`src/rp_macros.svh`:
```
`ifndef RP_MACROS_SVH
`define RP_MACROS_SVH

// sample and pin widths
`define RP_SMP_W      14
`define RP_ADC_PIN_W  16

// calibration gain, 1.0 is 2^14
`define RP_MUL_W      16
`define RP_MUL_FRAC   14
`define RP_MUL_ONE    16384

// channel counts, fixed by the pins
`define RP_ADC_CHN    2
`define RP_DAC_CHN    2
`define RP_PDM_CHN    4
`define RP_PDM_W      8

// register bus
`define RP_ADDR_W     8
`define RP_DATA_W     32

// register map
`define RP_REG_CTRL     8'h00
`define RP_REG_ADC0_MUL 8'h10
`define RP_REG_ADC0_SUM 8'h14
`define RP_REG_ADC1_MUL 8'h18
`define RP_REG_ADC1_SUM 8'h1C
`define RP_REG_DAC0_MUL 8'h20
`define RP_REG_DAC0_SUM 8'h24
`define RP_REG_DAC1_MUL 8'h28
`define RP_REG_DAC1_SUM 8'h2C
`define RP_REG_DAC0_LVL 8'h30
`define RP_REG_DAC1_LVL 8'h34
`define RP_REG_PDM0     8'h40
`define RP_REG_PDM1     8'h44
`define RP_REG_PDM2     8'h48
`define RP_REG_PDM3     8'h4C

`endif

```
`src/rp_pkg.sv`:
```
`default_nettype none

`include "rp_macros.svh"

package rp_pkg;

  //////////////////////////////////////////////////////////////////////
  // sample and calibration types
  //////////////////////////////////////////////////////////////////////

  // two's complement sample, same on ADC and DAC side
  typedef logic signed [`RP_SMP_W-1:0] smp_t;

  // gain and offset
  typedef logic signed [`RP_MUL_W-1:0] cal_mul_t;
  typedef logic signed [`RP_SMP_W-1:0] cal_sum_t;

  typedef struct packed {
    cal_mul_t mul;
    cal_sum_t sum;
  } cal_t;

  // ch0 sits in the low bits
  typedef struct packed {
    smp_t ch1;
    smp_t ch0;
  } smp_pair_t;

  // one unsigned level per PDM output
  typedef logic [`RP_PDM_CHN-1:0][`RP_PDM_W-1:0] pdm_lvl_t;

  //////////////////////////////////////////////////////////////////////
  // register bus
  //////////////////////////////////////////////////////////////////////

  typedef struct packed {
    logic                  wen;
    logic                  ren;
    logic [`RP_ADDR_W-1:0] addr;
    logic [`RP_DATA_W-1:0] wdata;
  } sys_req_t;

  typedef struct packed {
    logic [`RP_DATA_W-1:0] rdata;
    logic                  ack;
  } sys_rsp_t;

  // register addresses
  typedef enum logic [`RP_ADDR_W-1:0] {
    REG_CTRL     = `RP_REG_CTRL,
    REG_ADC0_MUL = `RP_REG_ADC0_MUL,
    REG_ADC0_SUM = `RP_REG_ADC0_SUM,
    REG_ADC1_MUL = `RP_REG_ADC1_MUL,
    REG_ADC1_SUM = `RP_REG_ADC1_SUM,
    REG_DAC0_MUL = `RP_REG_DAC0_MUL,
    REG_DAC0_SUM = `RP_REG_DAC0_SUM,
    REG_DAC1_MUL = `RP_REG_DAC1_MUL,
    REG_DAC1_SUM = `RP_REG_DAC1_SUM,
    REG_DAC0_LVL = `RP_REG_DAC0_LVL,
    REG_DAC1_LVL = `RP_REG_DAC1_LVL,
    REG_PDM0     = `RP_REG_PDM0,
    REG_PDM1     = `RP_REG_PDM1,
    REG_PDM2     = `RP_REG_PDM2,
    REG_PDM3     = `RP_REG_PDM3
  } rp_reg_e;

endpackage

`default_nettype wire

```
`src/rp_linear.sv`:
```
`timescale 1ns/1ps
`default_nettype none

`include "rp_macros.svh"

module rp_linear (
  input  logic         adc_clk,
  input  logic         top_rst,
  input  rp_pkg::smp_t smp_i,
  input  rp_pkg::cal_t cal_i,
  output rp_pkg::smp_t smp_o
);

  // full product width, 14 x 16
  localparam int PRD_W   = `RP_SMP_W + `RP_MUL_W;
  // output range
  localparam int SMP_MAX = 2**(`RP_SMP_W-1) - 1;
  localparam int SMP_MIN = -(2**(`RP_SMP_W-1));

  logic signed [PRD_W-1:0] prd_q;
  logic signed [PRD_W-1:0] sum_c;

  //////////////////////////////////////////////////////////////////////
  // stage 1, gain
  //////////////////////////////////////////////////////////////////////

  // both operands sign extended to product width
  always_ff @(posedge adc_clk, posedge top_rst) begin
    if (top_rst) begin
      prd_q <= '0;
    end else begin
      prd_q <= PRD_W'(smp_i) * PRD_W'(cal_i.mul);
    end
  end

  //////////////////////////////////////////////////////////////////////
  // stage 2, offset and saturation
  //////////////////////////////////////////////////////////////////////

  // drop gain fraction, then add offset
  // shifted product fits 16 bits, sum fits 17, no overflow here
  assign sum_c = (prd_q >>> `RP_MUL_FRAC) + PRD_W'(cal_i.sum);

  always_ff @(posedge adc_clk, posedge top_rst) begin
    if (top_rst) begin
      smp_o <= '0;
    end else if (sum_c > SMP_MAX) begin
      // clip high
      smp_o <= rp_pkg::smp_t'(SMP_MAX);
    end else if (sum_c < SMP_MIN) begin
      // clip low
      smp_o <= rp_pkg::smp_t'(SMP_MIN);
    end else begin
      smp_o <= rp_pkg::smp_t'(sum_c);
    end
  end

endmodule

`default_nettype wire

```
`src/rp_adc_front.sv`:
```
`timescale 1ns/1ps
`default_nettype none

`include "rp_macros.svh"

module rp_adc_front (
  input  logic                     adc_clk,
  input  logic                     top_rst,
  // raw ADC pins, low 2 bits unused
  input  logic [`RP_ADC_PIN_W-1:0] adc_pin_i,
  // calibrated DAC sample for loopback
  input  rp_pkg::smp_t             loop_smp_i,
  input  logic                     digital_loop_i,
  input  rp_pkg::cal_t             cal_i,
  output rp_pkg::smp_t             smp_o
);

  rp_pkg::smp_t pin_q;
  rp_pkg::smp_t lin_in;

  // pin register
  // keep sign, invert magnitude bits, drop the 2 LSBs
  always_ff @(posedge adc_clk, posedge top_rst) begin
    if (top_rst) begin
      pin_q <= '0;
    end else begin
      pin_q <= {adc_pin_i[`RP_ADC_PIN_W-1],
                ~adc_pin_i[`RP_ADC_PIN_W-2:`RP_ADC_PIN_W-`RP_SMP_W]};
    end
  end

  // loopback mux, DAC side replaces pins
  assign lin_in = digital_loop_i ? loop_smp_i : pin_q;

  // gain and offset, 2 cycles
  rp_linear rp_linear_i (
    .adc_clk (adc_clk),
    .top_rst (top_rst),
    .smp_i   (lin_in),
    .cal_i   (cal_i),
    .smp_o   (smp_o)
  );

endmodule

`default_nettype wire

```
`src/rp_dac_out.sv`:
```
`timescale 1ns/1ps
`default_nettype none

`include "rp_macros.svh"

module rp_dac_out (
  input  logic         adc_clk,
  input  logic         top_rst,
  // DAC level from register file
  input  rp_pkg::smp_t lvl_i,
  input  rp_pkg::cal_t cal_i,
  // calibrated sample, also goes to loopback
  output rp_pkg::smp_t cal_smp_o,
  // DAC pin word
  output rp_pkg::smp_t dac_o
);

  // converted form of a zero sample
  localparam rp_pkg::smp_t DAC_ZERO = {1'b0, {(`RP_SMP_W-1){1'b1}}};

  // gain and offset, 2 cycles
  rp_linear rp_linear_i (
    .adc_clk (adc_clk),
    .top_rst (top_rst),
    .smp_i   (lvl_i),
    .cal_i   (cal_i),
    .smp_o   (cal_smp_o)
  );

  //////////////////////////////////////////////////////////////////////
  // DAC format
  //////////////////////////////////////////////////////////////////////

  // offset binary with negative slope
  // keep sign bit, invert the rest
  always_ff @(posedge adc_clk, posedge top_rst) begin
    if (top_rst) begin
      dac_o <= DAC_ZERO;
    end else begin
      dac_o <= {cal_smp_o[`RP_SMP_W-1], ~cal_smp_o[`RP_SMP_W-2:0]};
    end
  end

endmodule

`default_nettype wire

```
`src/rp_pdm.sv`:
```
`timescale 1ns/1ps
`default_nettype none

`include "rp_macros.svh"

module rp_pdm (
  input  logic                   adc_clk,
  input  logic                   top_rst,
  input  rp_pkg::pdm_lvl_t       lvl_i,
  output logic [`RP_PDM_CHN-1:0] pdm_o
);

  // one accumulator per output
  logic [`RP_PDM_CHN-1:0][`RP_PDM_W-1:0] acc_q;

  // first order modulator
  // carry out of acc + lvl is the pulse
  // 256 cycles give exactly lvl carries
  always_ff @(posedge adc_clk, posedge top_rst) begin
    if (top_rst) begin
      acc_q <= '0;
      pdm_o <= '0;
    end else begin
      for (int i = 0; i < `RP_PDM_CHN; i++) begin
        // level used directly, no shadow register
        {pdm_o[i], acc_q[i]} <= (`RP_PDM_W+1)'(acc_q[i]) + (`RP_PDM_W+1)'(lvl_i[i]);
      end
    end
  end

endmodule

`default_nettype wire

```
`src/rp_regs.sv`:
```
`timescale 1ns/1ps
`default_nettype none

`include "rp_macros.svh"

module rp_regs (
  input  logic                                adc_clk,
  input  logic                                top_rst,
  // register bus
  input  rp_pkg::sys_req_t                    sys_req_i,
  output rp_pkg::sys_rsp_t                    sys_rsp_o,
  // settings
  output logic                                digital_loop_o,
  output rp_pkg::cal_t [`RP_ADC_CHN-1:0]      adc_cal_o,
  output rp_pkg::cal_t [`RP_DAC_CHN-1:0]      dac_cal_o,
  output rp_pkg::smp_t [`RP_DAC_CHN-1:0]      dac_lvl_o,
  output rp_pkg::pdm_lvl_t                    pdm_lvl_o
);

  rp_pkg::rp_reg_e       reg_addr;
  rp_pkg::cal_mul_t      wr_mul;
  rp_pkg::cal_sum_t      wr_sum;
  rp_pkg::smp_t          wr_lvl;
  logic [`RP_PDM_W-1:0]  wr_pdm;
  logic [`RP_DATA_W-1:0] rd_data;
  logic [`RP_DATA_W-1:0] rdata_q;
  logic                  ack_q;

  // address decode and write field slices
  assign reg_addr = rp_pkg::rp_reg_e'(sys_req_i.addr);
  assign wr_mul   = rp_pkg::cal_mul_t'(sys_req_i.wdata[`RP_MUL_W-1:0]);
  assign wr_sum   = rp_pkg::cal_sum_t'(sys_req_i.wdata[`RP_SMP_W-1:0]);
  assign wr_lvl   = rp_pkg::smp_t'(sys_req_i.wdata[`RP_SMP_W-1:0]);
  assign wr_pdm   = sys_req_i.wdata[`RP_PDM_W-1:0];

  //////////////////////////////////////////////////////////////////////
  // write side
  //////////////////////////////////////////////////////////////////////

  always_ff @(posedge adc_clk, posedge top_rst) begin
    if (top_rst) begin
      digital_loop_o <= 1'b0;
      // unity gain, zero offset
      for (int i = 0; i < `RP_ADC_CHN; i++) begin
        adc_cal_o[i].mul <= rp_pkg::cal_mul_t'(`RP_MUL_ONE);
        adc_cal_o[i].sum <= '0;
      end
      for (int i = 0; i < `RP_DAC_CHN; i++) begin
        dac_cal_o[i].mul <= rp_pkg::cal_mul_t'(`RP_MUL_ONE);
        dac_cal_o[i].sum <= '0;
        dac_lvl_o[i]     <= '0;
      end
      pdm_lvl_o <= '0;
    end else if (sys_req_i.wen) begin
      case (reg_addr)
        rp_pkg::REG_CTRL:     digital_loop_o   <= sys_req_i.wdata[0];
        rp_pkg::REG_ADC0_MUL: adc_cal_o[0].mul <= wr_mul;
        rp_pkg::REG_ADC0_SUM: adc_cal_o[0].sum <= wr_sum;
        rp_pkg::REG_ADC1_MUL: adc_cal_o[1].mul <= wr_mul;
        rp_pkg::REG_ADC1_SUM: adc_cal_o[1].sum <= wr_sum;
        rp_pkg::REG_DAC0_MUL: dac_cal_o[0].mul <= wr_mul;
        rp_pkg::REG_DAC0_SUM: dac_cal_o[0].sum <= wr_sum;
        rp_pkg::REG_DAC1_MUL: dac_cal_o[1].mul <= wr_mul;
        rp_pkg::REG_DAC1_SUM: dac_cal_o[1].sum <= wr_sum;
        rp_pkg::REG_DAC0_LVL: dac_lvl_o[0]     <= wr_lvl;
        rp_pkg::REG_DAC1_LVL: dac_lvl_o[1]     <= wr_lvl;
        rp_pkg::REG_PDM0:     pdm_lvl_o[0]     <= wr_pdm;
        rp_pkg::REG_PDM1:     pdm_lvl_o[1]     <= wr_pdm;
        rp_pkg::REG_PDM2:     pdm_lvl_o[2]     <= wr_pdm;
        rp_pkg::REG_PDM3:     pdm_lvl_o[3]     <= wr_pdm;
        default: ;
      endcase
    end
  end

  //////////////////////////////////////////////////////////////////////
  // read side
  //////////////////////////////////////////////////////////////////////

  // signed fields sign extended, control bit and PDM levels zero extended
  always_comb begin
    rd_data = '0;
    case (reg_addr)
      rp_pkg::REG_CTRL:     rd_data = `RP_DATA_W'(digital_loop_o);
      rp_pkg::REG_ADC0_MUL: rd_data = `RP_DATA_W'(signed'(adc_cal_o[0].mul));
      rp_pkg::REG_ADC0_SUM: rd_data = `RP_DATA_W'(signed'(adc_cal_o[0].sum));
      rp_pkg::REG_ADC1_MUL: rd_data = `RP_DATA_W'(signed'(adc_cal_o[1].mul));
      rp_pkg::REG_ADC1_SUM: rd_data = `RP_DATA_W'(signed'(adc_cal_o[1].sum));
      rp_pkg::REG_DAC0_MUL: rd_data = `RP_DATA_W'(signed'(dac_cal_o[0].mul));
      rp_pkg::REG_DAC0_SUM: rd_data = `RP_DATA_W'(signed'(dac_cal_o[0].sum));
      rp_pkg::REG_DAC1_MUL: rd_data = `RP_DATA_W'(signed'(dac_cal_o[1].mul));
      rp_pkg::REG_DAC1_SUM: rd_data = `RP_DATA_W'(signed'(dac_cal_o[1].sum));
      rp_pkg::REG_DAC0_LVL: rd_data = `RP_DATA_W'(signed'(dac_lvl_o[0]));
      rp_pkg::REG_DAC1_LVL: rd_data = `RP_DATA_W'(signed'(dac_lvl_o[1]));
      rp_pkg::REG_PDM0:     rd_data = `RP_DATA_W'(pdm_lvl_o[0]);
      rp_pkg::REG_PDM1:     rd_data = `RP_DATA_W'(pdm_lvl_o[1]);
      rp_pkg::REG_PDM2:     rd_data = `RP_DATA_W'(pdm_lvl_o[2]);
      rp_pkg::REG_PDM3:     rd_data = `RP_DATA_W'(pdm_lvl_o[3]);
      // unmapped address reads as zero
      default:              rd_data = '0;
    endcase
  end

  // one cycle ack for any request
  always_ff @(posedge adc_clk, posedge top_rst) begin
    if (top_rst) begin
      ack_q <= 1'b0;
    end else begin
      ack_q <= sys_req_i.wen | sys_req_i.ren;
    end
  end

  // read data captured with the request, valid alongside ack
  always_ff @(posedge adc_clk) begin
    if (sys_req_i.ren) begin
      rdata_q <= rd_data;
    end
  end

  assign sys_rsp_o = '{rdata: rdata_q, ack: ack_q};

endmodule

`default_nettype wire

```
`src/rp_top.sv`:
```
`timescale 1ns/1ps
`default_nettype none

`include "rp_macros.svh"

module rp_top (
  input  logic                                       adc_clk,
  input  logic                                       top_rst,
  // ADC pins
  input  logic [`RP_ADC_CHN-1:0][`RP_ADC_PIN_W-1:0] adc_dat_i,
  // register bus
  input  rp_pkg::sys_req_t                           sys_req_i,
  output rp_pkg::sys_rsp_t                           sys_rsp_o,
  // calibrated ADC samples
  output rp_pkg::smp_pair_t                          adc_cal_o,
  // DAC pin words
  output rp_pkg::smp_pair_t                          dac_dat_o,
  // PDM outputs
  output logic [`RP_PDM_CHN-1:0]                     dac_pwm_o
);

  logic                           digital_loop;
  rp_pkg::cal_t [`RP_ADC_CHN-1:0] adc_cal;
  rp_pkg::cal_t [`RP_DAC_CHN-1:0] dac_cal;
  rp_pkg::smp_t [`RP_DAC_CHN-1:0] dac_lvl;
  rp_pkg::smp_t [`RP_DAC_CHN-1:0] loop_smp;
  rp_pkg::smp_t [`RP_ADC_CHN-1:0] adc_smp;
  rp_pkg::smp_t [`RP_DAC_CHN-1:0] dac_smp;
  rp_pkg::pdm_lvl_t               pdm_lvl;

  //////////////////////////////////////////////////////////////////////
  // registers
  //////////////////////////////////////////////////////////////////////

  rp_regs rp_regs_i (
    .adc_clk        (adc_clk),
    .top_rst        (top_rst),
    .sys_req_i      (sys_req_i),
    .sys_rsp_o      (sys_rsp_o),
    .digital_loop_o (digital_loop),
    .adc_cal_o      (adc_cal),
    .dac_cal_o      (dac_cal),
    .dac_lvl_o      (dac_lvl),
    .pdm_lvl_o      (pdm_lvl)
  );

  //////////////////////////////////////////////////////////////////////
  // DAC and ADC channels
  //////////////////////////////////////////////////////////////////////

  for (genvar i = 0; i < `RP_DAC_CHN; i++) begin : g_dac
    rp_dac_out rp_dac_out_i (
      .adc_clk   (adc_clk),
      .top_rst   (top_rst),
      .lvl_i     (dac_lvl[i]),
      .cal_i     (dac_cal[i]),
      .cal_smp_o (loop_smp[i]),
      .dac_o     (dac_smp[i])
    );
  end

  // channel i loops back onto ADC channel i
  for (genvar i = 0; i < `RP_ADC_CHN; i++) begin : g_adc
    rp_adc_front rp_adc_front_i (
      .adc_clk        (adc_clk),
      .top_rst        (top_rst),
      .adc_pin_i      (adc_dat_i[i]),
      .loop_smp_i     (loop_smp[i]),
      .digital_loop_i (digital_loop),
      .cal_i          (adc_cal[i]),
      .smp_o          (adc_smp[i])
    );
  end

  // pack channel pairs
  assign adc_cal_o = '{ch1: adc_smp[1], ch0: adc_smp[0]};
  assign dac_dat_o = '{ch1: dac_smp[1], ch0: dac_smp[0]};

  //////////////////////////////////////////////////////////////////////
  // PDM
  //////////////////////////////////////////////////////////////////////

  rp_pdm rp_pdm_i (
    .adc_clk (adc_clk),
    .top_rst (top_rst),
    .lvl_i   (pdm_lvl),
    .pdm_o   (dac_pwm_o)
  );

endmodule

`default_nettype wire

```
`config.mk`:
```
export PLATFORM = sky130hd
export DESIGN_NAME = rp_top
export DESIGN_NICKNAME = d
export VERILOG_FILES = /design/src/rp_pkg.sv /design/src/rp_linear.sv /design/src/rp_adc_front.sv /design/src/rp_dac_out.sv /design/src/rp_pdm.sv /design/src/rp_regs.sv /design/src/rp_top.sv
export VERILOG_INCLUDE_DIRS = /design/src
export SDC_FILE = /design/constraint.sdc
export NUM_CORES = 2
export LEC_CHECK = 0
export BUFFER_PORTS_ARGS = -buffer_cell sky130_fd_sc_hd__clkbuf_2
export CAP_MARGIN = 20
export CORE_AREA = 4 4 225 337
export CTS_CLUSTER_DIAMETER = 40
export CTS_CLUSTER_SIZE = 20
export DETAILED_ROUTE_END_ITERATION = 8
export DIE_AREA = 0 0 229 341
export MAX_ROUTING_LAYER = met4
export PLACE_DENSITY = 0.95
export SLEW_MARGIN = 20
export SYNTH_ARGS = -nofsm -noshare
export SYNTH_HDL_FRONTEND = slang
export SYNTH_SLANG_ARGS = --single-unit
```
`constraint.sdc`:
```
create_clock -name adc_clk -period 21 [get_ports adc_clk]
set_clock_uncertainty 0.05 [all_clocks]
set_input_delay 0 -clock adc_clk [delete_from_list [all_inputs] [get_ports adc_clk]]
set_output_delay 0 -clock adc_clk [all_outputs]
set_load 0.02 [all_outputs]
```
==> results.json <==
{
  "place_area_mm2": 0.0518,
  "grt_pass1_vias": 44300,
  "fp.dieW_um": 229,
  "area_growth_pct": 7.49,
  "cts_buffers": 49,
  "fmax_ghz": 0.123,
  "cts.sinks": 410,
  "ys_warn_count": 0,
  "setup_tns_ns": 0,
  "final_antenna_net_count": 0,
  "power.total_uw": 3650,
  "drt_pass1_iterations": 9,
  "grtUsageTotal_pct": 41.9,
  "die_h_um": 341,
  "postLayoutCoreUtil_pct": 74.8,
  "arrival_ns": 8.64,
  "yosysSeqAreaShare_pct": 20.5,
  "syn_avg_cell_area_um2": 10.2,
  "row_count": 121,
  "crit_required_ns": 21.51,
  "synth_top_area_share_pct": 34.8,
  "drc": 621,
  "synthesis.nets": 6262,
  "outcome": "complete, but fails checks",
  "dieArea_mm2": 0.0781,
  "setup_viol": 0,
  "tightest_slew_ns": 1.14,
  "yosysMostFrequentCell": "inv_1",
  "nets": 6346,
  "synth_area_mm2": 0.0506,
  "finalHoldViolations": 1,
  "rsz0062_at_grt": "no",
  "maxCapViolCount": 0,
  "gp_congestion": 1.03,
  "wl_per_cell_um": 26.9,
  "io_buffers": 148,
  "worst_setup_path_start_kind": "flip-flop",
  "core_mm2": 0.0727,
  "clk_pin_slew_ns": 0.07,
  "dp_hpwl_um": 106000,
  "relSlewSlack_pct": 22.7,
  "path_class": "reg -> reg",
  "root_buffer": "clkbuf_16",
  "yosysUniqueCellTypes": 87,
  "grt_max_degree": 95,
  "hold_class": "in -> reg",
  "cts_tree": "built",
  "end_kind": "flip-flop",
  "whs_ns": -0.0119,
  "start_util_pct": 69.6,
  "dr_total_vias": 40100,
  "synth-edff-count": 16,
  "final.period_utilization_pct": 38.7,
  "postSynthRegisterBits": 410,
  "power_density_mw_per_mm2": 67.2,
  "path_max_fanout": 28,
  "ys.flop_type": "dfrtp_1",
  "via_per_inst": 6.66,
  "min_period_ns": 8.13,
  "violations": "design-rule violations, negative hold slack",
  "htreeDepth": 2,
  "slew_viol_final": 0,
  "async_flop_share_pct": 96.1,
  "synth_cells": 4938,
  "fin_area_mm2": 0.0543,
  "synth_top_area_cell": "fa_1",
  "synth_common_cells": "inv_1, fa_1, nand2_1",
  "yosys-top-cells-area": "fa_1, dfrtp_1, ha_1",
  "clk_latency_ns": 0.70,
  "layout-drive-gt1-share_pct": 10.8,
  "globalRouteOverflowTotal": 0,
  "grt_pass1_wl_um": 243000,
  "vdd_drop_max_v": 0.0000743,
  "clk_path_buf_depth": 3,
  "antenna_found_initial": 22,
  "drt_iter0_markers": 5339,
  "ioPinCount": 169,
  "drt_wl_total_um": 162000,
  "leakage_uw": 0.0283
}
-- worst paths after layout --
path | cells after the start | endpoint | start | slack [ns]
worst max-delay path | 20 | g_adc[0].rp_adc_front_i.rp_linear_i.prd_q[29]$_DFF_PP0_ | rp_regs_i.digital_loop_o$_DFFE_PP0P_ | 12.87
worst min-delay path | 2 | g_adc[1].rp_adc_front_i.pin_q[13]$_DFF_PP0_ | adc_dat_i[31] | -0.01
worst max register to register | 20 | g_adc[0].rp_adc_front_i.rp_linear_i.prd_q[29]$_DFF_PP0_ | rp_regs_i.digital_loop_o$_DFFE_PP0P_ | 12.87
worst min register to register | 0 | g_dac[0].rp_dac_out_i.dac_o[13]$_DFF_PP0_ | g_dac[0].rp_dac_out_i.rp_linear_i.smp_o[13]$_DFF_PP0_ | 0.35
max in group asynchronous | 6 | rp_regs_i.dac_cal_o[47]$_DFFE_PP0P_ | top_rst | 18.19
min in group asynchronous | 4 | g_adc[0].rp_adc_front_i.rp_linear_i.smp_o[8]$_DFF_PP0_ | top_rst | 0.50
-- power breakdown --
part | internal [uW] | total, uW | leakage, uW | switching (uW)
clock network | 495 | 961 | 0.000886 | 466
registers | 983 | 1160 | 0.00519 | 177
logic | 569 | 1530 | 0.0222 | 959
-- critical path, cell delays in order, from the launching register on --
cell      delay (ns)
dfrtp_1         0.41
buf_4           0.52
mux2i_2         0.98
nor2b_1         0.12
ha_1            0.48
fa_1            0.94
inv_1           0.19
fa_1            0.52
fa_1            0.58
fa_1            0.45
fa_1            0.53
inv_1           0.06
ha_1            0.33
and4_1          0.28
o2111a_1        0.17
a211oi_2        0.46
o21ai_2         0.18
o211a_1         0.27
o21a_1          0.19
nor2_1          0.11
xnor2_1         0.13
-- state kept, by name (all words and copies together) (netlist names) --
name	count
rp_pdm_i.acc_q	32
rp_regs_i.adc_cal_o	60
rp_regs_i.dac_lvl_o	28
g_adc.rp_adc_front_i.rp_linear_i.prd_q	32
g_dac.rp_dac_out_i.dac_o	28
rp_regs_i.dac_cal_o	60
g_dac.rp_dac_out_i.rp_linear_i.prd_q	32
g_adc.rp_adc_front_i.pin_q	28
rp_regs_i.pdm_lvl_o	32
rp_regs_i.ack_q	1
rp_regs_i.rdata_q	16
g_adc.rp_adc_front_i.rp_linear_i.smp_o	28
rp_regs_i.digital_loop_o	1
rp_pdm_i.pdm_o	4
g_dac.rp_dac_out_i.rp_linear_i.smp_o	28
-- metal layers --
layer	up-vias	GRT usage (%)	part of all wire, %
li1	15400	-	-
met1	19400	41.3	28
met2	3703	63.7	45
met3	1708	16.7	14
met4	0	37.0	13
met5	-	-	0
-- metrics by stage --
stage	worst slack [ns]	hold WS, ns	std cells
after floorplan	10.05	-0.0186	4938
after CTS	13.11	0.00749	5984
after detailed placement	13.23	0.0577	5838
after global routing	12.52	0.0171	6020
final	12.87	-0.0119	6025
after global placement	13.45	0.0468	5838
-- cells in the final DEF (no fill, tap or decap), types with 40 or more instances in the layout --
cell,Yosys,final
a21o_1,73,73
nor2b_1,163,163
xor2_1,50,50
inv_1,1072,1071
ha_1,368,368
a21oi_1,95,95
nand2_1,445,445
mux2_2,196,196
nand2b_1,48,48
dlygate4sd3_1,0,54
diode_2,0,40
xnor2_1,125,125
and2_1,268,268
clkbuf_2,0,148
fa_1,880,880
a22oi_1,58,58
dfrtp_1,364,364
clkbuf_16,0,49
nor2_1,117,117
-- repair_timing --
item,CTS,global route
gates resized for setup,0,0
buffers inserted,0,0
hold buffers,54,0
hold endpoints to repair,274,0
-- logic make-up after synthesis --
family,after synthesis,synth area share [%]
AO/OA/AOI/OAI,470,6.69
XOR/XNOR,175,3.03
adder cells (fa/ha/maj),1248,44.0
buffers and inverters,1268,9.62
flip-flops,410,20.5
multiplexers,210,4.65
AND/OR/NAND/NOR,1157,11.5
-- final cells by class --
| type | count | area (um2) |
|---|---|---|
| multi-input combinational | 3260 | 35400 |
| fill | 3993 | 18300 |
| sequential | 410 | 10400 |
| inverter | 1072 | 4030 |
| timing repair buffer | 229 | 1490 |
| clock buffer | 54 | 1280 |
| tap | 922 | 1150 |
| clock inverter | 38 | 543 |
| antenna | 40 | 100 |
No activity file was read; power rests on OpenSTA's default activity.
